### config.mk
export PLATFORM = sky130hd
export DESIGN_NAME = asg_scale_sat
export DESIGN_NICKNAME = d
export VERILOG_FILES = /design/src/hw/asg_pkg.sv /design/src/hw/asg_scale_sat.sv
export SDC_FILE = /design/constraint.sdc
export NUM_CORES = 1
export LEC_CHECK = 0
export ABC_AREA = 1
export BUFFER_PORTS_ARGS = -buffer_cell sky130_fd_sc_hd__buf_2
export CORE_UTILIZATION = 41
export CTS_CLUSTER_DIAMETER = 40
export DETAILED_ROUTE_END_ITERATION = 7
export SYNTH_ARGS = -nofsm -noshare
export SYNTH_HDL_FRONTEND = slang
export SYNTH_SLANG_ARGS = --single-unit
### constraint.sdc
create_clock -name dac_clk_i -period 11.53 [get_ports dac_clk_i]
set_input_delay 1.153 -clock dac_clk_i [delete_from_list [all_inputs] [get_ports dac_clk_i]]
set_output_delay 1.153 -clock dac_clk_i [all_outputs]
set_load 0.005 [all_outputs]
### src/hw/asg_pkg.sv
`default_nettype none

package asg_pkg;

  // ------------------------------------------------------------------
  // widths
  // ------------------------------------------------------------------
  localparam int unsigned SAMPLE_W   = 14;                  // dac word
  localparam int unsigned TBL_AW     = 10;                  // 1024 samples
  localparam int unsigned PNT_FRAC_W = 16;                  // pointer fraction
  localparam int unsigned PNT_W      = TBL_AW + PNT_FRAC_W;

  // timing constants, 125 MHz dac clock
  localparam int unsigned TICK_CYCLES     = 125;    // 1 us delay tick
  localparam int unsigned TICK_W          = $clog2(TICK_CYCLES);
  localparam int unsigned DEBOUNCE_CYCLES = 62500;  // ~0.5 ms
  localparam int unsigned DEB_W           = $clog2(DEBOUNCE_CYCLES + 1);
  localparam int unsigned PIPE_LAT        = 5;      // pointer reg to dac_o

  typedef logic signed [SAMPLE_W-1:0] sample_t;
  typedef logic [PNT_W-1:0]           pnt_t;    // table index . fraction
  typedef logic [15:0]                cnt16_t;
  typedef logic [31:0]                dly_t;    // in us ticks

  typedef enum logic [2:0] {
    TRIG_NONE    = 3'd0,
    TRIG_SW      = 3'd1,
    TRIG_EXT_POS = 3'd2,  // debounced rising edge
    TRIG_EXT_NEG = 3'd3   // debounced falling edge
  } trig_src_e;

  typedef struct packed {
    pnt_t      size;   // last pointer value of the table
    pnt_t      step;
    pnt_t      ofs;    // restart point
    logic      wrap;
    logic      rst;
    logic      rgate;  // repetition gated by ext level
    cnt16_t    ncyc;
    cnt16_t    rnum;
    dly_t      rdly;
    trig_src_e src;
  } burst_cfg_t;

  typedef struct packed {
    logic [SAMPLE_W-1:0] amp;  // unsigned, 0x2000 is unity
    sample_t             dc;
    sample_t             last;
    logic                zero;
  } out_cfg_t;

  typedef struct packed {
    logic              we;
    logic [TBL_AW-1:0] addr;
    sample_t           data;
  } tbl_wr_t;

endpackage

`default_nettype wire
### src/hw/asg_scale_sat.sv
`timescale 1ns/1ps
`default_nettype none

module asg_scale_sat import asg_pkg::*; (
  input  wire             dac_clk_i,
  input  wire             dac_rstn_i,
  input  wire  sample_t   sample_i,
  input  wire  out_cfg_t  out_cfg_i,
  input  wire             hold_last_i,  // already pipeline aligned
  output sample_t         dac_o
);

  logic signed [2*SAMPLE_W-1:0] mult_q;
  logic signed [SAMPLE_W+1:0]   sum_q;   // two guard bits
  out_cfg_t                     cfg_q1;  // cfg follows the sample
  out_cfg_t                     cfg_q2;
  logic                         ovf;

  // stage 1 and 2, gain then offset
  always_ff @(posedge dac_clk_i) begin
    mult_q <= sample_i * $signed({1'b0, out_cfg_i.amp});
    sum_q  <= $signed(mult_q[2*SAMPLE_W-1:SAMPLE_W-1]) + $signed(cfg_q1.dc);  // >>13
  end

  // out of range when the top three bits disagree
  assign ovf = (sum_q[SAMPLE_W+1:SAMPLE_W-1] != 3'b000) &&
               (sum_q[SAMPLE_W+1:SAMPLE_W-1] != 3'b111);

  // ------------------------------------------------------------------
  // stage 3, overrides and saturation
  // ------------------------------------------------------------------
  always_ff @(posedge dac_clk_i) begin
    if (!dac_rstn_i) begin
      cfg_q1 <= '0;
      cfg_q2 <= '0;
      dac_o  <= '0;
    end else begin
      cfg_q1 <= out_cfg_i;
      cfg_q2 <= cfg_q1;
      if (cfg_q2.zero) begin
        dac_o <= '0;
      end else if (hold_last_i) begin
        dac_o <= cfg_q2.last;
      end else if (ovf) begin
        dac_o <= {sum_q[SAMPLE_W+1], {(SAMPLE_W-1){~sum_q[SAMPLE_W+1]}}};  // 1fff / 2000
      end else begin
        dac_o <= sum_q[SAMPLE_W-1:0];
      end
    end
  end

endmodule

`default_nettype wire

== Yosys cells after proc, flatten, opt, wreduce, memory -nomap -nowiden ==
Index checks and enable logic that the tools add are counted.

* Register bits after elaboration: 102
* Output and inout port bits: 14
* Logic and storage cells: 18
* Bits of input ports: 60

* Bitwise gates (word level): 2
* Reduce and logical (&&, ||, !) cells: 3
* $add $sub $neg: 1
* Multiply operators: 1
* Muxes and demuxes: 2
* Equality and inequality tests: 1

{| class="wikitable"
|+ Operator list
! operator !! count
|-
| $mul A14 B15 Y28 || 1
|-
| $mux W14 || 2
|-
| $add A15 B14 Y16 || 1
|-
| $ne A3 B3 Y1 const B || 1
|-
| $reduce_bool A3 Y1 || 1
|-
| $not A1 Y1 || 2
|-
| $reduce_or A2 Y1 || 1
|-
| $logic_and A1 B1 Y1 || 1
|}

== Depth between registers and ports, before layout ==
* Depth in word-level cells: 4
* Depth in mapped cells: 26
* Gate-level depth less buffers: 25

== Worst setup path after synthesis ==
Ideal clock, no wire load.

* Path type: input-to-reg
* Start: in sample_i[5]
* End: reg mult_q[27]
* Setup slack: 5836 ps
* Buffers on the path: 1
* Arrival time: 5581 ps
* Library setup time: 112 ps
* Data required time: 11418 ps
* Stages on the path: 22
* Cells stage by stage: clkbuf_1 nand2_1 fa_1 fa_1 inv_1 fa_1 fa_1 fa_1 inv_1 fa_1 inv_1 ha_1 nand2_1 inv_1 nand2_1 nand2_1 nand2_1 nand3_1 a21oi_1 nand2_1 nand2_1 nand2_1

* Longest elaborated chain between the ends: 1

{| class="wikitable"
|+ Ends and longest elaborated chain
! element !! line !! source
|-
| from (decl) || asg_scale_sat.sv:7 || <nowiki>input wire sample_t sample_i,</nowiki>
|-
| $mul A14 B15 Y28 || asg_scale_sat.sv:21 || <nowiki>mult_q <= sample_i * $signed({1'b0, out_cfg_i.amp});</nowiki>
|-
| to (signal assigned) || asg_scale_sat.sv:21 ||
|-
| to (decl) || asg_scale_sat.sv:13 || <nowiki>logic signed [2*SAMPLE_W-1:0] mult_q;</nowiki>
|}

Every way passes these cells.
A chain may end at the register's enable or synchronous reset.

== Worst setup path in the final report ==
* Start: in sample_i[13]
* End: reg mult_q[27]

The elaborated chain is that of the path after synthesis.

==> out/metrics.cfg <==
[floorplanning]
die_x_um = 160
dieArea_mm2 = 0.0257
die-height_um = 160
rows = 57
io_pins = 74
start_util_pct = 42.0
core-area_mm2 = 0.0245

[routing]
route.detailed.drc = 0
initialDrtViolationCount = 506
wire_per_inst_um = 13.5
via_count = 8135
drt_pre_antenna_iters = 5
vias_per_cell = 4.68
wl_um = 23600
antenna_left = 0

[finish]
multi_input_area_mm2 = 0.00696
area_growth_pct = 9.07
drive_gt1_share_pct = 7.27
num-nets-final = 1728
seq_area_mm2 = 0.00178
nFillCells = 2478
n_antenna_cell = 0
final_cells = 1740

[synth]
synth.top_cells.by_count = nand2_1, inv_1, fa_1
yosysSeqAreaShare_pct = 17.3
synth_top_area_share_pct = 27.7
synth_area_mm2 = 0.0103
synth_top_cells_by_area = fa_1, dfxtp_1, ha_1
synth_flop_cell = dfxtp_1
syn_nets = 1681
ys.warnings.count = 0
synth-async-reset-ratio_pct = 0
yosys.area.top_type = fa_1
ys_seq_elements = 89
netlist-cell-type-count = 30
post-synth-top-count-cell = nand2_1
synth_edf_count = 0
synth.avg_cell_area_um2 = 7.53
syn_inst = 1364

[sta]
setup_total_negative_slack_ns = 0
fin_crit_ns = 5.74
fmax_mhz = 174
slew_headroom_pct = 41.8
worst_pin_slew_ns = 0.869
finalMaxSlewViolations = 0
post-route-period-util_pct = 49.8
rsz0062_at_grt = no
finalClockSkew_ns = 0.00614
setup_violations = 0
final-hold-violation-count = 0

[setup_path]
critPathMaxFanout = 14
critPathLaunchType = input pin
critPathArrivalTime_ns = 5.98
crit_chain = buf_2 > inv_1 > or2_2 > fa_1 > fa_1 > inv_1 > fa_1 > fa_1 > fa_1 > inv_1 > fa_1 > inv_1 > ha_1 > nand2_1 > inv_1 > nand2_1 > nand2_1 > nand2_1 > nand3_1 > a21oi_1 > nand2_1 > nand2_1 > nand2_1
end_kind = flop
critPathRequiredTime_ns = 11.76
critPathSlowestCell = fa_1
timing_worst_setup_path_type = input pin to flop
slowest_delay_ns = 0.49
crit_path_frequent_cell = nand2_1

[global_route]
grt_pass1_wl_um = 39800
grt_start_max_net_pins = 46
grt_antenna_before_repair = 0
grtUsageTotal_pct = 19.2
first_global_vias = 8170
overflow = 0

[clock_tree]
cts_tree = done
path_clk_slew_ns = 0.07
post_cts_buffers = 0
ctsHoldBuffers = 0
htreeDepth = 3
cts_root_buffer = clkbuf_16
cts.sinks = 89
cts-resized-gates = 0
numCtsBuffers = 9
clock_path_buffers = 2
clkLatencyLatePin_ns = 0.33

[placed_design]
gp_congestion = 0.852
numPortBuffers = 73
dpl.cell_count = 1724
dpl.hpwl_um = 19500

[pwr]
peakVddDrop_mv = 0.192
power.density_mw_per_mm2 = 290
p_leak_uw = 0.00689

[run]
drv_cap = 0

[run_status]
status = finished, final reports clean

[worst_hold_path]
hold_class = flop to flop

-- stage by stage --
step	power [uW]	cell area, um^2	util (%)	hold slack (ns)	worst slack [ns]
floorplan	2310	10300	-	0.390	5.84
global placement	2940	10900	44.6	0.397	5.51
detailed placement	2950	10900	44.6	0.398	5.45
CTS	3270	11200	45.8	0.414	5.79
global route	3700	11200	45.8	0.431	5.40
finish	3250	11200	45.8	0.412	5.79
-- path summary, 6_finish.rpt --
path / startpoint / end / slack (ns) / cells after the start
setup reg to reg: mult_q[13] / sum_q[12] / 9.73 / 7
hold / removal: cfg_q1[13] / cfg_q2[13] / 0.41 / 2
setup / recovery: sample_i[13] / mult_q[27] / 5.79 / 23
hold reg to reg: cfg_q1[13] / cfg_q2[13] / 0.41 / 2
-- where the power goes --
| group | switching (uW) | internal, uW |
|---|---|---|
| clock | 123 | 171 |
| sequential | 28.8 | 408 |
| combinational | 1600 | 923 |
| total | 1750 | 1500 |
-- placed cells by master (no fill, tap or decap), drive strengths merged --
cell type	instances
xor2	10
xnor2	10
a21o	4
clkbuf	10
and3	1
o21ai	33
nor2	61
dfxtp	89
clkinv	2
a21oi	57
nand3	26
bufinv	1
inv	373
nand4	11
nor3	4
nand2	375
nor3b	1
nand2b	2
ha	115
o21bai	6
nand3b	1
buf	73
nor4	2
fa	142
o211ai	1
or2	6
-- state kept, by name, indices dropped and copies added, names as in the netlist --
signal and count:
dac_o 14, cfg_q2 15, mult_q 15, sum_q 16
cfg_q1 29
-- worst max-delay path, delay by kind of cell --
kind / cells / cell delay [ns]
buf+inv: 6 / 0.53
fa+ha+maj: 7 / 3.15
simple gates: 9 / 0.94
compound gates: 1 / 0.19
-- area by class of cell --
cell class / count / share of cell area [%]
Inverter: 370 / 12.4
Clock inverter: 6 / 0.659
Sequential cell: 89 / 15.9
Clock buffer: 10 / 2.04
Timing Repair Buffer: 73 / 3.26
Multi-Input combinational cell: 868 / 62.1
Tap cell: 324 / 3.62
-- cell families (layout without fill, tap and decap cells) --
| kind of cell | Yosys count | in the layout | share of synthesized area (%) |
|---|---|---|---|
| AO/OA/AOI/OAI | 101 | 101 | 5.30 |
| XOR/XNOR | 20 | 20 | 1.70 |
| adder cells (fa/ha/maj) | 257 | 257 | 41.7 |
| flip-flops | 89 | 89 | 17.3 |
| buffers and inverters | 407 | 459 | 14.9 |
| AND/OR/NAND/NOR | 490 | 490 | 19.1 |
-- layer usage --
layer | up-vias | share of wire, % | wire length [um] | track usage [%]
met4 | 0 | 1.2 | 287 | 3.33
li1 | 4083 | - | - | -
met1 | 3887 | 47 | 11100 | 25.9
met3 | 25 | 3.1 | 728 | 1.70
met5 | - | 0 | 0 | 0
met2 | 140 | 48 | 11400 | 33.8
Note: power is estimated with default switching activity, not from simulation.
