==> src/hw/asg_pkg.sv <==
`default_nettype none

package asg_pkg;

  // ------------------------------------------------------------------
  // widths
  // ------------------------------------------------------------------
  localparam int unsigned SAMPLE_W   = 14;                  // dac word
  localparam int unsigned TBL_AW     = 10;                  // 1024 samples
  localparam int unsigned PNT_FRAC_W = 16;                  // pointer fraction
  localparam int unsigned PNT_W      = TBL_AW + PNT_FRAC_W;

  // timing constants, 125 MHz dac clock
  localparam int unsigned TICK_CYCLES     = 125;    // 1 us delay tick
  localparam int unsigned TICK_W          = $clog2(TICK_CYCLES);
  localparam int unsigned DEBOUNCE_CYCLES = 62500;  // ~0.5 ms
  localparam int unsigned DEB_W           = $clog2(DEBOUNCE_CYCLES + 1);
  localparam int unsigned PIPE_LAT        = 5;      // pointer reg to dac_o

  typedef logic signed [SAMPLE_W-1:0] sample_t;
  typedef logic [PNT_W-1:0]           pnt_t;    // table index . fraction
  typedef logic [15:0]                cnt16_t;
  typedef logic [31:0]                dly_t;    // in us ticks

  typedef enum logic [2:0] {
    TRIG_NONE    = 3'd0,
    TRIG_SW      = 3'd1,
    TRIG_EXT_POS = 3'd2,  // debounced rising edge
    TRIG_EXT_NEG = 3'd3   // debounced falling edge
  } trig_src_e;

  typedef struct packed {
    pnt_t      size;   // last pointer value of the table
    pnt_t      step;
    pnt_t      ofs;    // restart point
    logic      wrap;
    logic      rst;
    logic      rgate;  // repetition gated by ext level
    cnt16_t    ncyc;
    cnt16_t    rnum;
    dly_t      rdly;
    trig_src_e src;
  } burst_cfg_t;

  typedef struct packed {
    logic [SAMPLE_W-1:0] amp;  // unsigned, 0x2000 is unity
    sample_t             dc;
    sample_t             last;
    logic                zero;
  } out_cfg_t;

  typedef struct packed {
    logic              we;
    logic [TBL_AW-1:0] addr;
    sample_t           data;
  } tbl_wr_t;

endpackage

`default_nettype wire
==> src/hw/asg_ext_trig.sv <==
`timescale 1ns/1ps
`default_nettype none

module asg_ext_trig import asg_pkg::*; (
  input  wire  dac_clk_i,
  input  wire  dac_rstn_i,
  input  wire  trig_ext_i,   // async pin
  output logic trig_pos_o,
  output logic trig_neg_o
);

  logic [2:0]       sync_q;      // [1:0] synchronizer, [2] previous level
  logic [1:0]       chg;         // 0 rising, 1 falling
  logic [DEB_W-1:0] deb_q [2];   // hold-off counters
  logic [1:0]       hist_q [2];  // debounced level history

  assign chg[0] = sync_q[1] & ~sync_q[2];
  assign chg[1] = ~sync_q[1] & sync_q[2];

  always_ff @(posedge dac_clk_i) begin
    if (!dac_rstn_i) begin
      sync_q <= '0;
      for (int i = 0; i < 2; i++) begin
        deb_q[i]  <= '0;
        hist_q[i] <= '0;
      end
    end else begin
      sync_q <= {sync_q[1:0], trig_ext_i};
      for (int i = 0; i < 2; i++) begin
        // start hold-off on a fresh change
        if ((deb_q[i] == '0) && chg[i]) begin
          deb_q[i] <= DEB_W'(DEBOUNCE_CYCLES);
        end else if (deb_q[i] != '0) begin
          deb_q[i] <= deb_q[i] - 1'b1;
        end
        hist_q[i][1] <= hist_q[i][0];
        if (deb_q[i] == '0) begin
          hist_q[i][0] <= sync_q[1];  // frozen while counting
        end
      end
    end
  end

  assign trig_pos_o = (hist_q[0] == 2'b01);
  assign trig_neg_o = (hist_q[1] == 2'b10);

endmodule

`default_nettype wire

==> config.mk <==
export PLATFORM = sky130hd
export DESIGN_NAME = asg_ext_trig
export DESIGN_NICKNAME = d
export VERILOG_FILES = /design/src/hw/asg_pkg.sv /design/src/hw/asg_ext_trig.sv
export SDC_FILE = /design/constraint.sdc
export NUM_CORES = 1
export LEC_CHECK = 0
export ABC_AREA = 1
export BUFFER_PORTS_ARGS = -buffer_cell sky130_fd_sc_hd__buf_2
export CELL_PAD_IN_SITES_DETAIL_PLACEMENT = 1
export CELL_PAD_IN_SITES_GLOBAL_PLACEMENT = 1
export CORE_MARGIN = 1
export CORE_UTILIZATION = 42
export CTS_CLUSTER_DIAMETER = 60
export DETAILED_ROUTE_END_ITERATION = 6
export GPL_TIMING_DRIVEN = 0
export HOLD_SLACK_MARGIN = 0.06
export PLACE_DENSITY_LB_ADDON = 0.1
export REMOVE_ABC_BUFFERS = 1
export SYNTH_ARGS = -nofsm -noshare
export SYNTH_HDL_FRONTEND = slang
export SYNTH_SLANG_ARGS = --single-unit
==> constraint.sdc <==
create_clock -name dac_clk_i -period 1.8 [get_ports dac_clk_i]
set_input_delay 0.27 -clock dac_clk_i [delete_from_list [all_inputs] [get_ports dac_clk_i]]
set_output_delay 0.27 -clock dac_clk_i [all_outputs]
set_load 0.03 [all_outputs]
# Yosys cells after proc, flatten, opt, wreduce, memory -nomap -nowiden
# Memories as Yosys holds them, arrays and structs flattened.
# Index checks and enable logic that the tools add are counted.
[word_totals]
input_bits = 3
memories = 2
regBits = 3
output_inout_bits = 2
mem_bits_rw = 36
[classes]
n_reduce_logical = 6
eq_ne = 2
n_mux = 30
bitwise = 12
addsub = 2
[mem_list]
columns = ["memory", "words", "width", "read_ports", "rd_ports_with_merged_regs", "write_ports", "line_no", "source"]
rows = [
  ["deb_q", 2, 16, 2, 0, 2, "asg_ext_trig.sv:14", "logic [DEB_W-1:0] deb_q [2];"],
  ["hist_q", 2, 2, 2, 0, 2, "asg_ext_trig.sv:15", "logic [1:0] hist_q [2];"],
]
[op_table]
columns = ["op", "n"]
rows = [
  ["2-to-1 mux 16 bit", 4],
  ["logical NOT 16 bit", 2],
  ["nonzero test 16 bit", 2],
  ["subtractor 16 x 1 -> 16 bit, second input constant", 2],
  ["2-to-1 mux 1 bit", 26],
  ["OR 1 bit", 8],
  ["AND 1 bit", 2],
  ["equality test 2 x 1 -> 1 bit, second input constant", 1],
  ["equality test 2 bit, second input constant", 1],
  ["logical AND 1 bit", 2],
  ["NOT 1 bit", 2],
]

# Longest topological paths before layout
[depth]
depth_word = 8
mapped_depth = 9
depth_no_buf = 9

# Least setup slack after synthesis
# No wires, ideal clock.
[synth_timing]
path_kind = "register to register"
from = "memory deb_q[1][0] (netlist name)"
to = "memory deb_q[1][0] (netlist name), enable pin"
slack_ps = -61
path_stages_with_launch = 7
period_less_slack_ps = 1861
arrival_ps = 1528
required_time_ps = 1467
cell_sequence = "edfxtp_1 inv_1 ha_1 nand3_1 nor2_1 nand2_1 or3_1"
[synth_lines]
columns = ["item", "line_no"]
rows = [
  ["from (decl)", "asg_ext_trig.sv:14"],
]

==> flow_summary_export.csv <==
group,metric,value,unit
status,status,"finished clean",
critical_path,crit_type,"register to register",
layout,final_common_cell,"nand2_1",
layout,final_cell_area,0.002656,mm²
pwr,powerDensity,958.5,mW/mm²
sta,fmax,0.5757,GHz
sta,finalHoldViolCount,0,
pwr,vdd_ir_drop_max,0.4828,mV
floorplan,rows,26,
critical_path,r2r-end,"deb_q[1][1]$_SDFFCE_PN0P_",
floorplan,io_pins,5,
route,met2_length,2625,µm
place,placed_area,0.002346,mm²
sta,fin_crit_sh,0.9650,
layout,final_cell_mix,"77 x nand2_1, 57 x nor2_1, 36 x edfxtp_1",
sta,slew_violations,0,
clock_tree,cts_tree,"built",
route,final_antenna_net_count,0,
pwr,clkPwrFrac,0.234,
critical_path,cp_max_fo,8,
critical_path,timing.rr.start,"deb_q[1][0]$_SDFFCE_PN0P_",
clock_tree,clock_latency,0.29,ns
min_path,worstHoldEndpoint,"sync_q[0]$_SDFF_PN0_",
critical_path,cp_data_arrival_time,1.77,ns
critical_path,r2r_cells,6,
clock_tree,clk_pin_slew,0.08,ns
min_path,holdCritStartpoint,"trig_ext_i",
layout,final_nets,313,
clock_tree,cts_root_buf,"clkbuf_8",
pwr,swShare,0.3398,
layout,antenna_cells,0,
yosys,avgSynthCellArea,7.892,µm²
yosys,synth_cell_types,27,
global_route,first_global_vias,1672,
global_route,grt_start_max_net_pins,17,
global_route,globalRouteTotalUtil,0.1793,
layout,fin_cells,379,
yosys,ys_warn_count,0,
layout,finish.utilization,0.5168,
yosys,ys_ff_latch,39,
critical_path,rrSetupSlack,0.06,ns
route,wl_met1,2222,µm
route,vias_per_cell,4.781,
pwr,p_comb_frac,0.276,
clock_tree,numCtsBuffers,5,
route,avgRoutedWirePerCell,13.10,µm
sta,fin_worst_skew,0.004719,ns
layout,fillers,650,
clock_tree,cts_max_level,2,
critical_path,start_kind,"register",
route,drc,0,
critical_path,crit_start,"deb_q[1][0]$_SDFFCE_PN0P_",
yosys,syn_area,0.002257,mm²
pwr,netSwitchingPower,865.1,µW
place,dp_cells,358,
clock_tree,cts_hold_buf,0,
route,drt-total-wl,4964,µm
route,drt-initial-drc-count,57,
layout,drive_gt1_frac,0.1974,
yosys,synthCells,286,
pwr,p_leak,0.001209,µW
global_route,grt_pass1_wl,7486,µm
floorplan,fp.dieW,75.31,µm
route,wl_met3,72,µm
place,dp_hpwl,3400,µm
floorplan,start_util,0.4391,
floorplan,die_y,75.31,µm
global_route,grt_overflow,0,
yosys,synth-seq-area-share,0.5055,
pwr,p_int,1681,µW
global_route,antenna_found_initial,0,
critical_path,cp_data_required_time,1.84,ns
job,max_cap_violations,0,
route,vias,1812,
clock_tree,cts.path.max_buffers,2,
place,gp_congestion,0.8041,
sta,finalCriticalPeriod,1.737,ns
critical_path,cp-end-kind,"register",
layout,area.growth.synth_to_final,17.68,%
route,first_pass_iters,4,
sta,setup_viol,0,
pwr,seq_power_share,0.491,
floorplan,die_area,0.005672,mm²
route,top_layer,"met4",
floorplan,core_area,0.005140,mm²
clock_tree,clock_sinks,39,
min_path,hold_class,"input port to register",
place,io_buffers,4,
min_path,whs_path_depth,3,
## per-layer routing
| layer | vias up | track usage |
|---|---|---|
| met4 | 0 | 0.05556 |
| li1 | 942 | - |
| met5 | - | 0 |
| met1 | 858 | 0.2076 |
| met3 | 4 | 0.03175 |
| met2 | 8 | 0.3353 |
## worst max-delay path, cell delays in order (launching register included)
cell and delay (ns):
edfxtp_1 0.41, inv_2 0.10, ha_4 0.17, nand3_4 0.11, nor2_4 0.15, nand2_4 0.08, or3_4 0.46
## cell families (layout without fill, tap and decap cells)
family | count (synthesis) | after routing | synth area share
compound gates | 15 | 15 | 0.03935
flops | 39 | 39 | 0.5055
xor+xnor | 9 | 9 | 0.03492
buf+inv | 40 | 61 | 0.07151
other cells | 1 | 2 | 0.001661
fa+ha+maj | 2 | 2 | 0.01108
simple gates | 180 | 181 | 0.3359
## cell type report
type                            count  area, µm²  share of cell area
Sequential cell                    39       1141              0.4296
Multi-Input combinational cell    209       1090              0.4103
Inverter                           37      142.6             0.05370
Timing Repair Buffer               16      110.1             0.04145
Tap cell                           70      87.58             0.03297
Clock buffer                        6      72.57             0.02732
Clock inverter                      2      12.51            0.004710
## Yosys cell counts
library cell | n | area [µm²]
or2_2 | 2 | 12.51
buf_4 | 1 | 7.510
conb_1 | 1 | 3.750
dfxtp_1 | 3 | 60.06
nand4_1 | 3 | 18.77
xnor2_1 | 4 | 35.03
ha_1 | 2 | 25.02
or3_1 | 1 | 6.260
or2_0 | 1 | 6.260
nand3_1 | 11 | 55.05
nand2_2 | 4 | 25.02
inv_2 | 1 | 3.750
inv_1 | 36 | 135.1
nand2_4 | 1 | 11.26
o21ai_0 | 3 | 15.01
xor2_1 | 5 | 43.79
nand2_1 | 82 | 307.8
and3_1 | 1 | 6.260
buf_6 | 1 | 11.26
edfxtp_1 | 36 | 1081
a21oi_1 | 11 | 55.05
o21bai_4 | 1 | 18.77
nor2_4 | 2 | 22.52
nor2_2 | 2 | 12.51
nand3b_1 | 3 | 22.52
nor2_1 | 67 | 251.5
clkbuf_1 | 1 | 3.750
## state kept, by name, indices dropped and copies added, names as in the netlist
signal  cells
sync_q      3
deb_q      32
hist_q      4
## worst max-delay path by stage
stage	slack, ns	end
6_report	0.06	deb_q[1][1]$_SDFFCE_PN0P_
5_1_grt	-0.04	deb_q[1][12]$_DFFE_PP_
4_1_cts	0.005	deb_q[1][10]$_DFFE_PP_
3_5_place_dp	-0.53	deb_q[1][12]$_DFFE_PP_
3_3_place_gp	-0.47	deb_q[1][12]$_DFFE_PP_
2_1_floorplan	-0.06	deb_q[1][0]$_SDFFCE_PN0P_
## per-stage QoR
step / power, µW / TNS [ns] / setup WS [ns] / hold slack [ns]
finish: 2546 / 0 / 0.06301 / 0.1590
global route: 2710 / -0.3206 / -0.03746 / 0.1747
CTS: 2488 / 0 / 0.004733 / 0.1507
detailed placement: 1837 / -20.04 / -0.5318 / 0.4045
global placement: 1813 / -18.61 / -0.4740 / 0.4014
floorplan: 1688 / -1.074 / -0.06131 / 0.3635
## power groups by stage
stage,combinational [µW],sequential [µW],clock [µW]
final,702,1250,595
after CTS,623,1240,621
after floorplan,461,1230,0
after global placement,560,1250,0
after global routing,798,1270,646
after detailed placement,577,1260,0
## what timing repair did
| action | in CTS | in global routing |
|---|---|---|
| pin swaps | 4 | 8 |
| buffers inserted | 1 | 11 |
| cloned | 1 | 0 |
| setup endpoints to repair | 66 | 31 |
| endpoints found under the hold margin | 0 | 0 |
| gates resized for setup | 22 | 15 |
No activity file was read; power rests on OpenSTA's default activity.
