==> src/hw/asg_apb_pkg.sv <==
`default_nettype none

package asg_apb_pkg;

  localparam int unsigned APB_AW = 20;
  localparam int unsigned APB_DW = 32;

  typedef logic [APB_AW-1:0] apb_addr_t;

  typedef struct packed {
    logic              psel;
    logic              penable;
    logic              pwrite;
    logic [APB_AW-1:0] paddr;
    logic [APB_DW-1:0] pwdata;
  } apb_req_t;

  // no pready, slave is always ready
  typedef struct packed {
    logic [APB_DW-1:0] prdata;
    logic              pslverr;
  } apb_rsp_t;

  // ------------------------------------------------------------------
  // register map
  // ------------------------------------------------------------------
  localparam apb_addr_t REG_CTRL   = 20'h00;
  localparam apb_addr_t REG_AMP_DC = 20'h04;
  localparam apb_addr_t REG_SIZE   = 20'h08;
  localparam apb_addr_t REG_OFS    = 20'h0c;
  localparam apb_addr_t REG_STEP   = 20'h10;
  localparam apb_addr_t REG_LAST   = 20'h14;
  localparam apb_addr_t REG_NCYC   = 20'h18;
  localparam apb_addr_t REG_RNUM   = 20'h1c;
  localparam apb_addr_t REG_RDLY   = 20'h20;

  localparam apb_addr_t TBL_BASE = 20'h10000;  // sample n at TBL_BASE + 4*n
  localparam apb_addr_t TBL_SPAN = 20'h01000;  // 1024 words of 4 bytes

endpackage

`default_nettype wire

==> src/hw/asg_pkg.sv <==
`default_nettype none

package asg_pkg;

  // ------------------------------------------------------------------
  // widths
  // ------------------------------------------------------------------
  localparam int unsigned SAMPLE_W   = 14;                  // dac word
  localparam int unsigned TBL_AW     = 10;                  // 1024 samples
  localparam int unsigned PNT_FRAC_W = 16;                  // pointer fraction
  localparam int unsigned PNT_W      = TBL_AW + PNT_FRAC_W;

  // timing constants, 125 MHz dac clock
  localparam int unsigned TICK_CYCLES     = 125;    // 1 us delay tick
  localparam int unsigned TICK_W          = $clog2(TICK_CYCLES);
  localparam int unsigned DEBOUNCE_CYCLES = 62500;  // ~0.5 ms
  localparam int unsigned DEB_W           = $clog2(DEBOUNCE_CYCLES + 1);
  localparam int unsigned PIPE_LAT        = 5;      // pointer reg to dac_o

  typedef logic signed [SAMPLE_W-1:0] sample_t;
  typedef logic [PNT_W-1:0]           pnt_t;    // table index . fraction
  typedef logic [15:0]                cnt16_t;
  typedef logic [31:0]                dly_t;    // in us ticks

  typedef enum logic [2:0] {
    TRIG_NONE    = 3'd0,
    TRIG_SW      = 3'd1,
    TRIG_EXT_POS = 3'd2,  // debounced rising edge
    TRIG_EXT_NEG = 3'd3   // debounced falling edge
  } trig_src_e;

  typedef struct packed {
    pnt_t      size;   // last pointer value of the table
    pnt_t      step;
    pnt_t      ofs;    // restart point
    logic      wrap;
    logic      rst;
    logic      rgate;  // repetition gated by ext level
    cnt16_t    ncyc;
    cnt16_t    rnum;
    dly_t      rdly;
    trig_src_e src;
  } burst_cfg_t;

  typedef struct packed {
    logic [SAMPLE_W-1:0] amp;  // unsigned, 0x2000 is unity
    sample_t             dc;
    sample_t             last;
    logic                zero;
  } out_cfg_t;

  typedef struct packed {
    logic              we;
    logic [TBL_AW-1:0] addr;
    sample_t           data;
  } tbl_wr_t;

endpackage

`default_nettype wire
==> src/hw/asg_apb_regs.sv <==
`timescale 1ns/1ps
`default_nettype none

module asg_apb_regs import asg_pkg::*, asg_apb_pkg::*; (
  input  wire        dac_clk_i,
  input  wire        dac_rstn_i,
  input  wire  apb_req_t   apb_req_i,
  output apb_rsp_t   apb_rsp_o,
  output burst_cfg_t burst_cfg_o,
  output out_cfg_t   out_cfg_o,
  output logic       trig_sw_o,   // one cycle pulse
  output tbl_wr_t    tbl_wr_o
);

  logic              access;   // second phase of a transfer
  logic              wr;
  logic              tbl_hit;
  logic              hit;      // offset is mapped
  apb_addr_t         addr;
  logic [APB_DW-1:0] wdata;
  logic [APB_DW-1:0] rdata;
  burst_cfg_t        burst_q;
  out_cfg_t          out_q;
  logic              sw_q;
  logic              tbl_we_q;
  logic [TBL_AW-1:0] tbl_addr_q;
  sample_t           tbl_data_q;

  assign addr    = apb_req_i.paddr;
  assign wdata   = apb_req_i.pwdata;
  assign access  = apb_req_i.psel & apb_req_i.penable;
  assign wr      = access & apb_req_i.pwrite;
  assign tbl_hit = (addr >= TBL_BASE) && (addr < TBL_BASE + TBL_SPAN);

  // ------------------------------------------------------------------
  // register writes, end of access cycle
  // ------------------------------------------------------------------
  always_ff @(posedge dac_clk_i) begin
    if (!dac_rstn_i) begin
      burst_q <= '0;
      out_q   <= '0;
      sw_q    <= 1'b0;
    end else begin
      sw_q <= 1'b0;  // self clearing
      if (wr) begin
        case (addr)
          REG_CTRL: begin
            burst_q.rst   <= wdata[0];
            burst_q.wrap  <= wdata[1];
            out_q.zero    <= wdata[2];
            burst_q.rgate <= wdata[3];
            burst_q.src   <= trig_src_e'(wdata[6:4]);
            sw_q          <= wdata[7];   // sw trigger
          end
          REG_AMP_DC: begin
            out_q.amp <= wdata[SAMPLE_W-1:0];
            out_q.dc  <= wdata[16 +: SAMPLE_W];
          end
          REG_SIZE: burst_q.size <= wdata[PNT_W-1:0];
          REG_OFS:  burst_q.ofs  <= wdata[PNT_W-1:0];
          REG_STEP: burst_q.step <= wdata[PNT_W-1:0];
          REG_LAST: out_q.last   <= wdata[SAMPLE_W-1:0];
          REG_NCYC: burst_q.ncyc <= wdata[15:0];
          REG_RNUM: burst_q.rnum <= wdata[15:0];
          REG_RDLY: burst_q.rdly <= wdata;
          default: ;
        endcase
      end
    end
  end

  // table beats
  always_ff @(posedge dac_clk_i) begin
    if (!dac_rstn_i) begin
      tbl_we_q <= 1'b0;
    end else begin
      tbl_we_q <= wr & tbl_hit;
    end
  end

  always_ff @(posedge dac_clk_i) begin
    tbl_addr_q <= addr[TBL_AW+1:2];  // word index
    tbl_data_q <= wdata[SAMPLE_W-1:0];
  end

  // ------------------------------------------------------------------
  // read back, combinational during access
  // ------------------------------------------------------------------
  always_comb begin
    rdata = '0;
    hit   = 1'b1;
    case (addr)
      REG_CTRL:   rdata[6:0] = {burst_q.src, burst_q.rgate, out_q.zero,
                                burst_q.wrap, burst_q.rst};  // bit 7 reads 0
      REG_AMP_DC: begin
        rdata[SAMPLE_W-1:0]    = out_q.amp;
        rdata[16 +: SAMPLE_W]  = out_q.dc;
      end
      REG_SIZE:   rdata[PNT_W-1:0]    = burst_q.size;
      REG_OFS:    rdata[PNT_W-1:0]    = burst_q.ofs;
      REG_STEP:   rdata[PNT_W-1:0]    = burst_q.step;
      REG_LAST:   rdata[SAMPLE_W-1:0] = out_q.last;
      REG_NCYC:   rdata[15:0]         = burst_q.ncyc;
      REG_RNUM:   rdata[15:0]         = burst_q.rnum;
      REG_RDLY:   rdata               = burst_q.rdly;
      default:    hit = tbl_hit;  // table is write only, reads 0
    endcase
  end

  assign apb_rsp_o   = '{prdata: rdata, pslverr: access & ~hit};
  assign burst_cfg_o = burst_q;
  assign out_cfg_o   = out_q;
  assign trig_sw_o   = sw_q;
  assign tbl_wr_o    = '{we: tbl_we_q, addr: tbl_addr_q, data: tbl_data_q};

endmodule

`default_nettype wire

==> config.mk <==
export PLATFORM = sky130hd
export DESIGN_NAME = asg_apb_regs
export DESIGN_NICKNAME = d
export VERILOG_FILES = /design/src/hw/asg_apb_pkg.sv /design/src/hw/asg_pkg.sv /design/src/hw/asg_apb_regs.sv
export SDC_FILE = /design/constraint.sdc
export NUM_CORES = 1
export LEC_CHECK = 0
export BUFFER_PORTS_ARGS = -buffer_cell sky130_fd_sc_hd__buf_2
export CAP_MARGIN = 20
export CORE_AREA = 5 5 141 143
export CTS_BUF_LIST = sky130_fd_sc_hd__clkbuf_4 sky130_fd_sc_hd__clkbuf_8
export DETAILED_ROUTE_END_ITERATION = 10
export DIE_AREA = 0 0 146 148
export PLACE_DENSITY = 0.91
export SLEW_MARGIN = 20
export SYNTH_ARGS = -nofsm -noshare
export SYNTH_HDL_FRONTEND = slang
export SYNTH_SLANG_ARGS = --single-unit
==> constraint.sdc <==
create_clock -name dac_clk_i -period 3.5 [get_ports dac_clk_i]
set_input_delay 0.7 -clock dac_clk_i [delete_from_list [all_inputs] [get_ports dac_clk_i]]
set_output_delay 0.7 -clock dac_clk_i [all_outputs]
set_load 0.02 [all_outputs]
## Word-level counts from Yosys, hierarchy flattened

Index checks and enable logic that the tools add are counted.

- Latch bits: 0
- Output and inout bits: 250
- Memories kept: 0
- Bits in read-only memories: 0
- Register bits: 217
- Memory bits (writable): 0

- Muxes and demuxes: 7
- Div/mod/pow operators: 0
- Reductions and logical operators: 13
- $lt $le $gt $ge: 2
- Shifts and indexed selects: 0
- Bitwise gates (word level): 5
- Add/sub/neg operators: 0
- Equal/unequal tests: 8
- $mul: 0

Operator list:

| cell | count |
|---|---|
| $eq A20 B5 Y1 const B | 4 |
| $pmux W7 S9 | 1 |
| $pmux W7 S8 | 1 |
| $pmux W10 S5 | 1 |
| $eq A20 B4 Y1 const B | 2 |
| $eq A20 B3 Y1 const B | 1 |
| $eq A20 B6 Y1 const B | 1 |
| $ge A20 B17 Y1 const B | 1 |
| $logic_not A20 Y1 | 1 |
| $lt A20 B17 Y1 const B | 1 |
| $reduce_and A2 Y1 | 9 |
| $pmux W2 S6 | 1 |
| $reduce_or A9 Y1 | 1 |
| $pmux W4 S2 | 1 |
| $and A1 B1 Y1 | 4 |
| $reduce_and A3 Y1 | 1 |
| $mux W2 | 1 |
| $logic_and A1 B1 Y1 | 1 |
| $mux W1 | 1 |
| $not A1 Y1 | 1 |

## Logic depth before layout (Yosys ltp)

Gate-level depths: netlist (run 1).

- Word-level depth: 5
- Mapped depth: 9
- Mapped depth without buffers: 5

## Worst setup path after synthesis (run 1)

No wires, ideal clock.

- Path type: input to output
- Start: input port apb_req_i[45] (netlist bit)
- End: output port apb_rsp_o[8] (netlist bit)
- Path slack: -46 ps
- Stages: 5
- Data arrival time: 2846 ps
- Cells stage by stage: or4_4 > nor3_2 > buf_2 > nand2_1 > o311ai_0

RTL lines:

| item | line | text |
|---|---|---|
| start, declared | asg_apb_regs.sv:7 | `input wire apb_req_t apb_req_i,` |
| end, declared | asg_apb_regs.sv:8 | `output apb_rsp_t apb_rsp_o,` |

==> results of run 1 <==
-- report_power, final --
group,switching [uW],internal (uW)
sequential,3.12,2480
clock,1020,1400
combinational,188,96.8
total,1210,3980
-- layout by cell type (no fill, tap or decap), types with 10 or more instances in the layout --
cell,n
nand2_1,358
buf_2,305
dfxtp_1,217
buf_4,73
a21boi_0,72
nand3_1,67
a21boi_1,64
o21ai_0,51
clkbuf_8,45
a22oi_1,26
mux2i_1,22
nor2_1,19
nand4_1,19
nor2b_1,14
nor3_1,11
o22ai_1,11
and3_1,10
-- per-layer routing --
| layer | global-route usage, % | vias up | share of wire (%) |
|---|---|---|---|
| li1 | - | 4701 | - |
| met1 | 41.8 | 4927 | 36 |
| met2 | 54.1 | 790 | 46 |
| met3 | 8.68 | 150 | 13 |
| met4 | 17.3 | 0 | 5.0 |
| met5 | 0 | - | 0 |
-- logic make-up after synthesis --
family | Yosys count
compound gates | 282
simple gates | 533
buf+inv | 105
mux | 30
flops | 217
-- through the flow --
| step | hold slack (ps) | cell area [sq um] |
|---|---|---|
| 2_1_floorplan | 539 | 9550 |
| 3_3_place_gp | 448 | 11600 |
| 3_5_place_dp | 458 | 11600 |
| 4_1_cts | 294 | 12400 |
| 5_1_grt | 302 | 12400 |
| 6_report | 315 | 12400 |
-- how the worst max path moves through the flow --
| stage | slack (ps) | endpoint | start |
|---|---|---|---|
| after floorplan | 60 | apb_rsp_o[3] | apb_req_i[41] |
| after global placement | -40 | apb_rsp_o[8] | apb_req_i[41] |
| after detailed placement | -20 | apb_rsp_o[8] | apb_req_i[41] |
| after CTS | 150 | apb_rsp_o[8] | apb_req_i[45] |
| after global routing | 50 | apb_rsp_o[3] | apb_req_i[45] |
| final | 70 | apb_rsp_o[3] | apb_req_i[45] |
-- what timing repair did --
item / 4_1_cts / 5_1_grt
endpoints found under the setup margin: 1 / 0
gates resized for setup: 1 / 0
buffers inserted: 0 / 0
endpoints found under the hold margin: 0 / 0
-- sequential cells by signal (all words and copies together) (netlist names) --
| name | flops |
|---|---|
| tbl_addr_q | 10 |
| tbl_we_q | 1 |
| tbl_data_q | 14 |
| out_cfg_o | 43 |
| trig_sw_o | 1 |
| burst_cfg_o | 148 |
-- layout make-up --
cell class / count / share of cell area (%)
Tap cell: 234 / 2.36
Sequential cell: 217 / 35.0
Multi-Input combinational cell: 845 / 38.5
Timing Repair Buffer: 384 / 17.6
Clock inverter: 11 / 0.878
Inverter: 2 / 0.0606
Clock buffer: 53 / 5.48
-- Yosys cell counts (6+ instances only) --
| cell type | n | area [sq um] |
|---|---|---|
| mux2i_1 | 22 | 220 |
| nand4_1 | 19 | 119 |
| buf_4 | 10 | 75.1 |
| a21boi_1 | 64 | 480 |
| dfxtp_1 | 217 | 4340 |
| nand3_1 | 67 | 335 |
| clkbuf_1 | 65 | 244 |
| nor2_1 | 19 | 71.3 |
| a221o_1 | 9 | 90.1 |
| a22oi_1 | 26 | 195 |
| nor3_1 | 11 | 55.1 |
| mux2_2 | 6 | 67.6 |
| a22o_1 | 8 | 70.1 |
| o21ai_0 | 51 | 255 |
| and3_1 | 10 | 62.6 |
| nand2_1 | 358 | 1340 |
| o22ai_1 | 11 | 68.8 |
| buf_2 | 24 | 120 |
| o2bb2ai_1 | 7 | 61.3 |
| nor2b_1 | 14 | 87.6 |
| a211o_1 | 9 | 78.8 |
| a21boi_0 | 72 | 541 |
==> reports/summary.txt, run 1 <==
CLOCK TREE
-----------------------------------------------------------------------------------------------------
Clock-pin slew of the registers on the worst-case setup and hold paths                          60 ps
CTS HTree Levels                                                                                    2
Total of hold buffers inserted after clock tree synthesis                                           0
Clock sink total                                                                                  217
Clk_lat worst skew                                                                             530 ps
Inserted Clock Buffers                                                                             36
CTS tree                                                                                        built
Clk root buf                                                                                 clkbuf_8
Buffer levels on the longest clock path                                                             3

ROUTE
-----------------------------------------------------------------------------------------------------
Routed via count divided by cell count                                                           6.05
Pre-antenna DRT Iters                                                                               7
DRC marker count from the first detailed-route iteration                                         1294
Number of routed nets with antenna violations                                                       0
Final WL                                                                                 38200 microns
Post-DR wirelength/cell                                                                  21.9 microns
Count of vias placed by the detailed router                                                     10600
Number of remaining DRC errors                                                                      0

FLOORPLAN
-----------------------------------------------------------------------------------------------------
Initial cell density of the core                                                                51.7%
Die Wd                                                                                    146 microns
DIE HEIGHT                                                                                148 microns
Die area                                                                                  21600 sq um
Core Region                                                                               18500 sq um
Io pins                                                                                           307
FP Rows                                                                                            50

PLACE
-----------------------------------------------------------------------------------------------------
# port buffers                                                                                    306
Detailed-placement wirelength estimate                                                   27400 microns
Worst-case setup slack after placement                                                       -15.6 ps
Routability cong.                                                                                1.03
Cell count after placement                                                                       1682

SYNTH
-----------------------------------------------------------------------------------------------------
Synth Area in Compound Gates                                                                    21.3%
Mean Syn Cell Area                                                                         8.18 sq um
Simple logic cell fraction of the synthesized area                                              24.9%
Dominant combinational cell family by area after synthesis                               simple AND/OR/NAND/NOR gates
Xor-xnor portion of the synthesized cell area                                                      0%
Count of distinct cell types in the synthesized netlist                                            58
Number of enable flip-flop cells after synthesis                                                    0
Post-synth top flop                                                                           dfxtp_1
Instance count of the mapped netlist                                                             1167
Sequential element share of the synthesized area                                                45.5%
Synthesized netlist net count                                                                    1224
Seq cells post-synth                                                                              217
Post-synthesis mux area share                                                                   3.49%
Post-synthesis share of cell area spent on full adders, half adders and majority gates             0%
Total number of yosys warnings                                                                      0
Cell Area, Synth                                                                           9550 sq um
Async set-reset flop share out of synthesis                                                        0%

FLOW RUN
-----------------------------------------------------------------------------------------------------
Reported max-cap violation count                                                                    0

POWER
-----------------------------------------------------------------------------------------------------
LEAKAGE                                                                                    0.00528 uW
Worst vdd rail ir drop                                                                         284 uV
Total power draw                                                                              5190 uW
Power per cell area                                                                       419 nW/um^2

CRITICAL PATH
-----------------------------------------------------------------------------------------------------
Largest stage delay, worst path                                                                600 ps
Type of the worst setup path                                                             input pin to output pin
R2R depth                                                                                           2
Reg-to-reg setup timing slack                                                                 2760 ps
Reg2reg start                                                                            burst_cfg_o[6]$_SDFFE_PN0P_
Cell chain of the critical path                                                          buf_2 -> or4_4 -> nor3_2 -> buf_4 -> nand2_1 -> o311ai_0 -> buf_2
Combined buffer and inverter count along the critical path                                          3
CP delay by family, top                                                                  simple AND/OR/NAND/NOR gates
Most prevalent standard cell on the critical path                                               buf_2
Reg-to-reg critical path endpoint                                                        burst_cfg_o[6]$_SDFFE_PN0P_
Crit path DAT                                                                                 2730 ps
Critical path capture point type                                                           output pin
Type of origin of the critical path                                                         input pin
Data required time of the worst path                                                          2800 ps
Worst-path maximum fanout                                                                           9
Highest-delay cell along the critical path                                                      or4_4
Number of logic stages on the critical path including buffering                                     7

WORST HOLD PATH
-----------------------------------------------------------------------------------------------------
Hold path startpoint                                                                     apb_req_i[38]
Hold Path Class                                                                          input pin to flip-flop
Worst min-delay path endpoint                                                            tbl_addr_q[4]$_DFF_P_
Min-Delay Path Depth                                                                                1

GLOBAL ROUTE
-----------------------------------------------------------------------------------------------------
Maximum number of pins on one net before global-route repair                                       99
Wire length of the first global-routing pass                                             57600 microns
Congestion Overflow GR                                                                              0
Aggregate global-route resource usage                                                           33.6%
Vias in the first global route                                                                  10100
Initial antenna violation count                                                                     0

LAYOUT
-----------------------------------------------------------------------------------------------------
# nets final                                                                                     1543
Share of final-layout standard cells stronger than drive strength 1                             31.1%
Fill cell count                                                                                  1531
Layout Area Growth over Synthesis                                                               29.8%
Total area of sequential cells                                                             4340 sq um
N_diodes                                                                                            0
Area of the multi-input gates                                                              4780 sq um
Final non-filler cell total                                                                      1746
Final standard cell utilization of the core                                                     67.2%

TIMING
-----------------------------------------------------------------------------------------------------
Setup TNS Final                                                                                  0 ps
Final Max Slew Viols                                                                                0
Worst slew pin tran                                                                            634 ps
Setup repair after global routing missed its margin                                                no
Number of endpoints failing setup at the final stage                                                0
Maximum frequency from static timing analysis                                                 291 MHz
PnR worst setup slack                                                                         69.4 ps
Skew final                                                                                       0 ps
Tcrit/Tclk final                                                                                98.0%
Number of hold violations in the final report                                                       0
Tightest slew margin relative to the limit                                                      57.2%
Minimum clock period                                                                          3430 ps

OUTCOME
-----------------------------------------------------------------------------------------------------
Result of the run                                                                        complete, no violations

Note: power is estimated with default switching activity, not from simulation.
==> run 2: changes to the inputs <==
--- a/config.mk
+++ b/config.mk
@@ -7,11 +7,12 @@
 export LEC_CHECK = 0
 export BUFFER_PORTS_ARGS = -buffer_cell sky130_fd_sc_hd__buf_2
 export CAP_MARGIN = 20
-export CORE_AREA = 5 5 141 143
+export CORE_AREA = 5 5 161 163
 export CTS_BUF_LIST = sky130_fd_sc_hd__clkbuf_4 sky130_fd_sc_hd__clkbuf_8
+export CTS_CLUSTER_DIAMETER = 200
 export DETAILED_ROUTE_END_ITERATION = 10
-export DIE_AREA = 0 0 146 148
-export PLACE_DENSITY = 0.91
+export DIE_AREA = 0 0 166 168
+export PLACE_DENSITY = 0.75
 export SLEW_MARGIN = 20
 export SYNTH_ARGS = -nofsm -noshare
 export SYNTH_HDL_FRONTEND = slang
==> run 2 against run 1 <==
Compared with the run above: routed wire length rose by 5.7%; worst setup slack gained 10 ps; hold slack got worse by 9.3 ps; cell count rose by 6.1%; via count is 1.9% lower.
==> reports/summary.txt, run 2 (synthesized netlist as in run 1, its figures left out) <==
LAYOUT
-------------------------------------------------------------------------------------
Max FFs per register                                                              148   unchanged
Commonest non-fill, non-tap cells in the layout                          nand2_1, buf_2, dfxtp_1, buf_4, a21boi_0
Layout Area Growth over Synthesis                                               32.6%
Most common cell after layout, fill and taps aside                            nand2_1
N_diodes                                                                            0   unchanged
Final standard cell utilization of the core                                     52.4%   -15 points
Share of final-layout standard cells stronger than drive strength 1             31.9%   +0.79 points
Fill cell count                                                                  2306   +51%
# nets final                                                                     1555   +0.78%
Total area of sequential cells                                             4340 sq um   unchanged
Area of the multi-input gates                                              4780 sq um   about the same

ROUTE
-------------------------------------------------------------------------------------
Number of routed nets with antenna violations                                       0   unchanged
Post-DR wirelength/cell                                                  21.8 microns   -0.33%
Final WL                                                                 40400 microns   +5.7%
Pre-antenna DRT Iters                                                               6   -1
DRC marker count from the first detailed-route iteration                         1318   +1.9%
Count of vias placed by the detailed router                                     10400   -1.9%
Number of remaining DRC errors                                                      0   unchanged
Routed via count divided by cell count                                           5.60   -7.5%

TIMING
-------------------------------------------------------------------------------------
Worst slew pin tran                                                            710 ps   +76.5 ps
Maximum frequency from static timing analysis                                 292 MHz   +0.30%
Tightest slew margin relative to the limit                                      52.3%   -4.9 points
Number of endpoints failing setup at the final stage                                0   unchanged
Tcrit/Tclk final                                                                97.7%   -0.30 points
PnR worst setup slack                                                         79.8 ps   +10.4 ps
Minimum clock period                                                          3420 ps   -10.4 ps
Setup TNS Final                                                                  0 ps   unchanged
Final worst hold slack                                                         306 ps   -9.32 ps
Final Max Slew Viols                                                                0   unchanged
Skew final                                                                       0 ps   unchanged
Number of hold violations in the final report                                       0   unchanged
Setup repair after global routing missed its margin                                no

CLOCK TREE
-------------------------------------------------------------------------------------
Buffer levels on the longest clock path                                             3   unchanged
Clock sink total                                                                  217   unchanged
Clk_lat worst skew                                                             540 ps   about the same
Clk root buf                                                                 clkbuf_8
Inserted Clock Buffers                                                             40   +11%
Total of hold buffers inserted after clock tree synthesis                           0   unchanged
Clock-pin slew of the registers on the worst-case setup and hold paths          60 ps   about the same
CTS HTree Levels                                                                    2   unchanged
CTS tree                                                                        built

CRITICAL PATH
-------------------------------------------------------------------------------------
R2R depth                                                                           2   unchanged
Reg-to-reg critical path endpoint                                        burst_cfg_o[66]$_SDFFE_PN0P_
Worst-path maximum fanout                                                          13   +4
Critical path capture point type                                           output pin
Type of the worst setup path                                             input pin to output pin
Crit path DAT                                                                 2720 ps   about the same
Data required time of the worst path                                          2800 ps   about the same
Reg2reg start                                                            burst_cfg_o[66]$_SDFFE_PN0P_
Type of origin of the critical path                                         input pin
Reg-to-reg setup timing slack                                                 2750 ps   about the same

POWER
-------------------------------------------------------------------------------------
Power per cell area                                                       426 nW/um^2   +1.6%
Cell-internal power                                                           4110 uW   +3.3%
Switching part of the total                                                     23.8%   +0.42 points
Part of the power in combinational logic                                         5.2%   -0.3 points
Worst vdd rail ir drop                                                         247 uV   -13%
LEAKAGE                                                                    0.00536 uW   +1.5%
Clock network fraction of design power                                          48.7%   +2.1 points
Switching pwr                                                                 1280 uW   +5.7%
Power share of the sequential group                                             46.1%   -1.8 points

FLOORPLAN
-------------------------------------------------------------------------------------
FP Rows                                                                            57   +14%
Die area                                                                  27900 sq um   +29%
Initial cell density of the core                                                39.5%   -12 points
Core Region                                                               24200 sq um   +31%
DIE HEIGHT                                                                168 microns   +14%
Die Wd                                                                    166 microns   +14%
Io pins                                                                           307   unchanged

WORST HOLD PATH
-------------------------------------------------------------------------------------
Hold path startpoint                                                     apb_req_i[39]
Worst min-delay path endpoint                                            tbl_addr_q[5]$_DFF_P_
Hold Path Class                                                          input pin to flip-flop
Min-Delay Path Depth                                                                1   unchanged

PLACE
-------------------------------------------------------------------------------------
Detailed-placement wirelength estimate                                   29500 microns   +7.4%
# port buffers                                                                    306   unchanged
Worst-case setup slack after placement                                        91.7 ps   +107 ps
Routability cong.                                                               0.948   -7.6%

GLOBAL ROUTE
-------------------------------------------------------------------------------------
Initial antenna violation count                                                     0   unchanged
Vias in the first global route                                                  10000   -0.45%
Aggregate global-route resource usage                                           27.6%   -6.0 points
Wire length of the first global-routing pass                             60800 microns   +5.4%
Maximum number of pins on one net before global-route repair                      107   +8.1%
Congestion Overflow GR                                                              0   unchanged

OUTCOME
-------------------------------------------------------------------------------------
Result of the run                                                        complete, no violations

FLOW RUN
-------------------------------------------------------------------------------------
Reported max-cap violation count                                                    0   unchanged

run 2: cell types whose count changed in the layout (fill, tap and decap cells not counted):
cell / delta
nor3_1: -1
buf_4: +8
clkinvlp_4: +1
bufinv_16: -1
nor2_2: +1
nor2_1: -1
nor3_2: +1
clkbuf_4: +1
clkinv_4: +1
or4_1: +1
clkbuf_8: +8
clkinv_2: -2
or4_4: -1
run 2: cell type report:
class	instances	area share, %
clock inverters	10	0.672
multi-input cells	845	37.7
repair buffers	392	17.7
inverters	2	0.0593
flip-flops and latches	217	34.3
well taps	324	3.20
clock buffers	62	6.29
run 2: timing repair:
item,CTS,global route
buffers inserted,0,0
gates resized for setup,0,2
setup endpoints to repair,0,5
run 2: worst max path at each step:
stage	cells after the start	startpoint	endpoint
floorplan	5	apb_req_i[41]	apb_rsp_o[3]
global placement	9	apb_req_i[41]	apb_rsp_o[8]
detailed placement	9	apb_req_i[45]	apb_rsp_o[28]
CTS	9	apb_req_i[45]	apb_rsp_o[28]
global route	9	apb_req_i[41]	apb_rsp_o[8]
finish	9	apb_req_i[41]	apb_rsp_o[8]
run 2: metal layers:
layer	GRT usage, %	wire, microns	share of wire, %
met1	35.0	16300	40
met2	45.5	18600	46
met4	10.5	1530	3.8
met5	0	0	0
met3	6.71	3930	9.7
run 2: power by group through the flow:
stage | logic [uW] | clock network, uW | registers, uW
final | 282 | 2630 | 2490
after detailed placement | 276 | 0 | 2540
after global routing | 296 | 2790 | 2490
after CTS | 277 | 2660 | 2490
after floorplan | 125 | 0 | 2560
after global placement | 275 | 0 | 2540
run 2: per-stage QoR:
stage          cell area, sq um  instances  power [uW]
2_1_floorplan              9550       1167        2690
3_3_place_gp              11800       1780        2820
3_5_place_dp              11800       1780        2820
4_1_cts                   12700       1852        5430
5_1_grt                   12700       1852        5570
6_report                  12700       1852        5390
run 2: worst max-delay path, cell delays in order:
cell	delay [ps]
buf_2	110
or4_1	500
buf_4	190
nor3_4	240
and3_1	320
buf_12	190
nand2_1	60
o311ai_1	140
buf_2	250
==> run 3: changes to the inputs <==
--- a/config.mk
+++ b/config.mk
@@ -7,12 +7,12 @@
 export LEC_CHECK = 0
 export BUFFER_PORTS_ARGS = -buffer_cell sky130_fd_sc_hd__buf_2
 export CAP_MARGIN = 20
-export CORE_AREA = 5 5 161 163
+export CORE_AREA = 5 5 152 140
 export CTS_BUF_LIST = sky130_fd_sc_hd__clkbuf_4 sky130_fd_sc_hd__clkbuf_8
 export CTS_CLUSTER_DIAMETER = 200
 export DETAILED_ROUTE_END_ITERATION = 10
-export DIE_AREA = 0 0 166 168
-export PLACE_DENSITY = 0.75
+export DIE_AREA = 0 0 157 145
+export PLACE_DENSITY = 0.88
 export SLEW_MARGIN = 20
 export SYNTH_ARGS = -nofsm -noshare
 export SYNTH_HDL_FRONTEND = slang
==> constraint.sdc (replaced) <==
create_clock -name dac_clk_i -period 4.1 [get_ports dac_clk_i]
set_input_delay 0.82 -clock dac_clk_i [delete_from_list [all_inputs] [get_ports dac_clk_i]]
set_output_delay 0.82 -clock dac_clk_i [all_outputs]
set_load 0.02 [all_outputs]
==> run 3 against run 2 <==
Compared with the run above: cell count is 5.3% lower; power is 20% lower; global-route usage is 5.4 points higher; sequential cell count stayed put; design area is 3.5% lower; combinational power is 16% lower; sequential power is 15% lower; register-to-register slack better by 600 ps; routed wire length is 3.2% lower; utilization is 10 points higher; hold slack better by 120 ps; clock skew stayed put; highest routed layer unchanged.
==> reports/summary.txt, run 3 (synthesized netlist as in run 1, its figures left out) <==
OUTCOME
-------------------------------------------------------------------------------------
Result of the run                                                        complete, no violations

LAYOUT
-------------------------------------------------------------------------------------
Share of final-layout standard cells stronger than drive strength 1             30.4%   -1.5 points
Area of the multi-input gates                                              4770 sq um   -0.16%
N_diodes                                                                            0   unchanged
Final non-filler cell total                                                      1753   -5.3%
Max FFs per register                                                              148   unchanged
Post-Layout Inst Area                                                     12200 sq um   -3.5%
Layout Area Growth over Synthesis                                               28.0%
Commonest non-fill, non-tap cells in the layout                          nand2_1, buf_2, dfxtp_1, a21boi_0, nand3_1
Fill cell count                                                                  1710   -26%
Total area of sequential cells                                             4340 sq um   unchanged
Most common cell after layout, fill and taps aside                            nand2_1
# nets final                                                                     1528   -1.7%

FLOORPLAN
-------------------------------------------------------------------------------------
Core Region                                                               19600 sq um   -19%
Die area                                                                  22800 sq um   -18%
Io pins                                                                           307   unchanged
DIE HEIGHT                                                                145 microns   -14%
Initial cell density of the core                                                48.8%   +9.3 points
Die Wd                                                                    157 microns   -5.4%
FP Rows                                                                            49   -14%

POWER
-------------------------------------------------------------------------------------
Switching pwr                                                                 1040 uW   -19%
Worst vdd rail ir drop                                                         317 uV   +28%
Part of the power in combinational logic                                         5.5%   +0.3 points
Power per cell area                                                       355 nW/um^2   -17%
Clock network fraction of design power                                          45.6%   -3.1 points
Cell-internal power                                                           3300 uW   -20%
LEAKAGE                                                                    0.00517 uW   -3.6%
Power share of the sequential group                                             48.9%   +2.8 points
Switching part of the total                                                     24.1%   +0.27 points

ROUTE
-------------------------------------------------------------------------------------
Count of vias placed by the detailed router                                     10500   +1.8%
DRC marker count from the first detailed-route iteration                         1402   +6.4%
Final WL                                                                 39100 microns   -3.2%
Post-DR wirelength/cell                                                  22.3 microns   +2.3%
Routed via count divided by cell count                                           6.02   +7.5%
Number of routed nets with antenna violations                                       0   unchanged
Pre-antenna DRT Iters                                                               6   unchanged
Number of remaining DRC errors                                                      0   unchanged

CRITICAL PATH
-------------------------------------------------------------------------------------
Data required time of the worst path                                          3280 ps   +480 ps
Type of origin of the critical path                                         input pin
Reg-to-reg setup timing slack                                                 3350 ps   +600 ps
Critical path capture point type                                           output pin
Crit path DAT                                                                 3060 ps   +340 ps
Worst-path maximum fanout                                                           6   -7
Type of the worst setup path                                             input pin to output pin

CLOCK TREE
-------------------------------------------------------------------------------------
Inserted Clock Buffers                                                             36   -10%
Total of hold buffers inserted after clock tree synthesis                           0   unchanged
Clock sink total                                                                  217   unchanged
Cells resized by post-CTS repair                                                    0   unchanged
Clk_lat worst skew                                                             530 ps   about the same
Clk root buf                                                                 clkbuf_8
CTS tree                                                                        built
Clock-pin slew of the registers on the worst-case setup and hold paths          60 ps   about the same
Buffer levels on the longest clock path                                             3   unchanged
CTS HTree Levels                                                                    2   unchanged
Post-CTS setup buffer count                                                         0   unchanged

TIMING
-------------------------------------------------------------------------------------
Tcrit/Tclk final                                                                94.7%
Minimum clock period                                                          3880 ps
Maximum frequency from static timing analysis                                 258 MHz
Number of hold violations in the final report                                       0   unchanged
Tightest slew margin relative to the limit                                      43.6%   -8.7 points
Skew final                                                                       0 ps   unchanged
Worst slew pin tran                                                            847 ps   +136 ps
Final Max Slew Viols                                                                0   unchanged
Setup TNS Final                                                                  0 ps   unchanged
Setup repair after global routing missed its margin                                no
Number of endpoints failing setup at the final stage                                0   unchanged

PLACE
-------------------------------------------------------------------------------------
Standard cell area after detailed placement                               11500 sq um   -2.5%
Detailed-placement wirelength estimate                                   28300 microns   -4.1%
Routability cong.                                                                1.03   +8.3%
Cell count after placement                                                       1688   -5.2%
# port buffers                                                                    306   unchanged

GLOBAL ROUTE
-------------------------------------------------------------------------------------
Vias in the first global route                                                  10000   -0.40%
Initial antenna violation count                                                     0   unchanged
Congestion Overflow GR                                                              0   unchanged
Wire length of the first global-routing pass                             59000 microns   -2.9%
Aggregate global-route resource usage                                           33.0%   +5.4 points
Maximum number of pins on one net before global-route repair                      127   +19%

FLOW RUN
-------------------------------------------------------------------------------------
Reported max-cap violation count                                                    0   unchanged

WORST HOLD PATH
-------------------------------------------------------------------------------------
Hold Path Class                                                          input pin to flip-flop

[run 3: cell types whose count changed in the layout (fill, tap and decap cells not counted), moves of 2 or more]
| cell | before | now |
|---|---|---|
| buf_12 | 5 | 2 |
| clkbuf_8 | 53 | 43 |
| buf_4 | 81 | 61 |
| clkbuf_4 | 9 | 16 |
| clkinv_2 | 6 | 4 |
[run 3: layer usage]
layer / wire length, microns / global-route usage, % / vias up
li1: - / - / 4672
met1: 14700 / 42.9 / 4959
met2: 17800 / 52.1 / 774
met3: 4930 / 8.61 / 142
met4: 1600 / 13.4 / 0
met5: 0 / 0 / -
[run 3: power by group through the flow]
| stage | clock (uW) | combinational [uW] | sequential, uW |
|---|---|---|---|
| 6_report | 1980 | 238 | 2120 |
| 5_1_grt | 2100 | 247 | 2120 |
| 4_1_cts | 1990 | 231 | 2120 |
| 3_5_place_dp | 0 | 231 | 2170 |
| 3_3_place_gp | 0 | 228 | 2170 |
| 2_1_floorplan | 0 | 107 | 2190 |
[run 3: final timing paths]
| path | cells past startpoint | to | from |
|---|---|---|---|
| worst max register to register | 2 | out_cfg_o[30]$_SDFFE_PN0P_ | out_cfg_o[30]$_SDFFE_PN0P_ |
| worst max-delay path | 7 | apb_rsp_o[8] | apb_req_i[41] |
| worst min-delay path | 1 | tbl_addr_q[5]$_DFF_P_ | apb_req_i[39] |
| worst min register to register | 2 | burst_cfg_o[58]$_SDFFE_PN0P_ | burst_cfg_o[58]$_SDFFE_PN0P_ |
[run 3: per-stage QoR]
step / hold slack, ps / utilization, % / worst slack, ps / power, uW
after floorplan: 539 / - / 314 / 2290
after global placement: 448 / 58.7 / 307 / 2400
after detailed placement: 451 / 58.7 / 332 / 2400
after CTS: 404 / 62.5 / 317 / 4350
after global routing: 409 / 62.5 / 80.2 / 4470
final: 427 / 62.5 / 217 / 4340
[run 3: area by class of cell]
| class | count | area share, % |
|---|---|---|
| timing repair buffer | 369 | 16.6 |
| tap | 255 | 2.61 |
| clock buffer | 59 | 5.82 |
| inverter | 2 | 0.0614 |
| sequential | 217 | 35.5 |
| multi-input combinational | 845 | 39.0 |
| clock inverter | 6 | 0.287 |
[run 3: critical path, cell delays in order]
cell      delay [ps]
buf_2            120
or4_1            740
nor3_4           310
nand2_1          130
o311ai_0         560
buf_4            220
buf_2            160
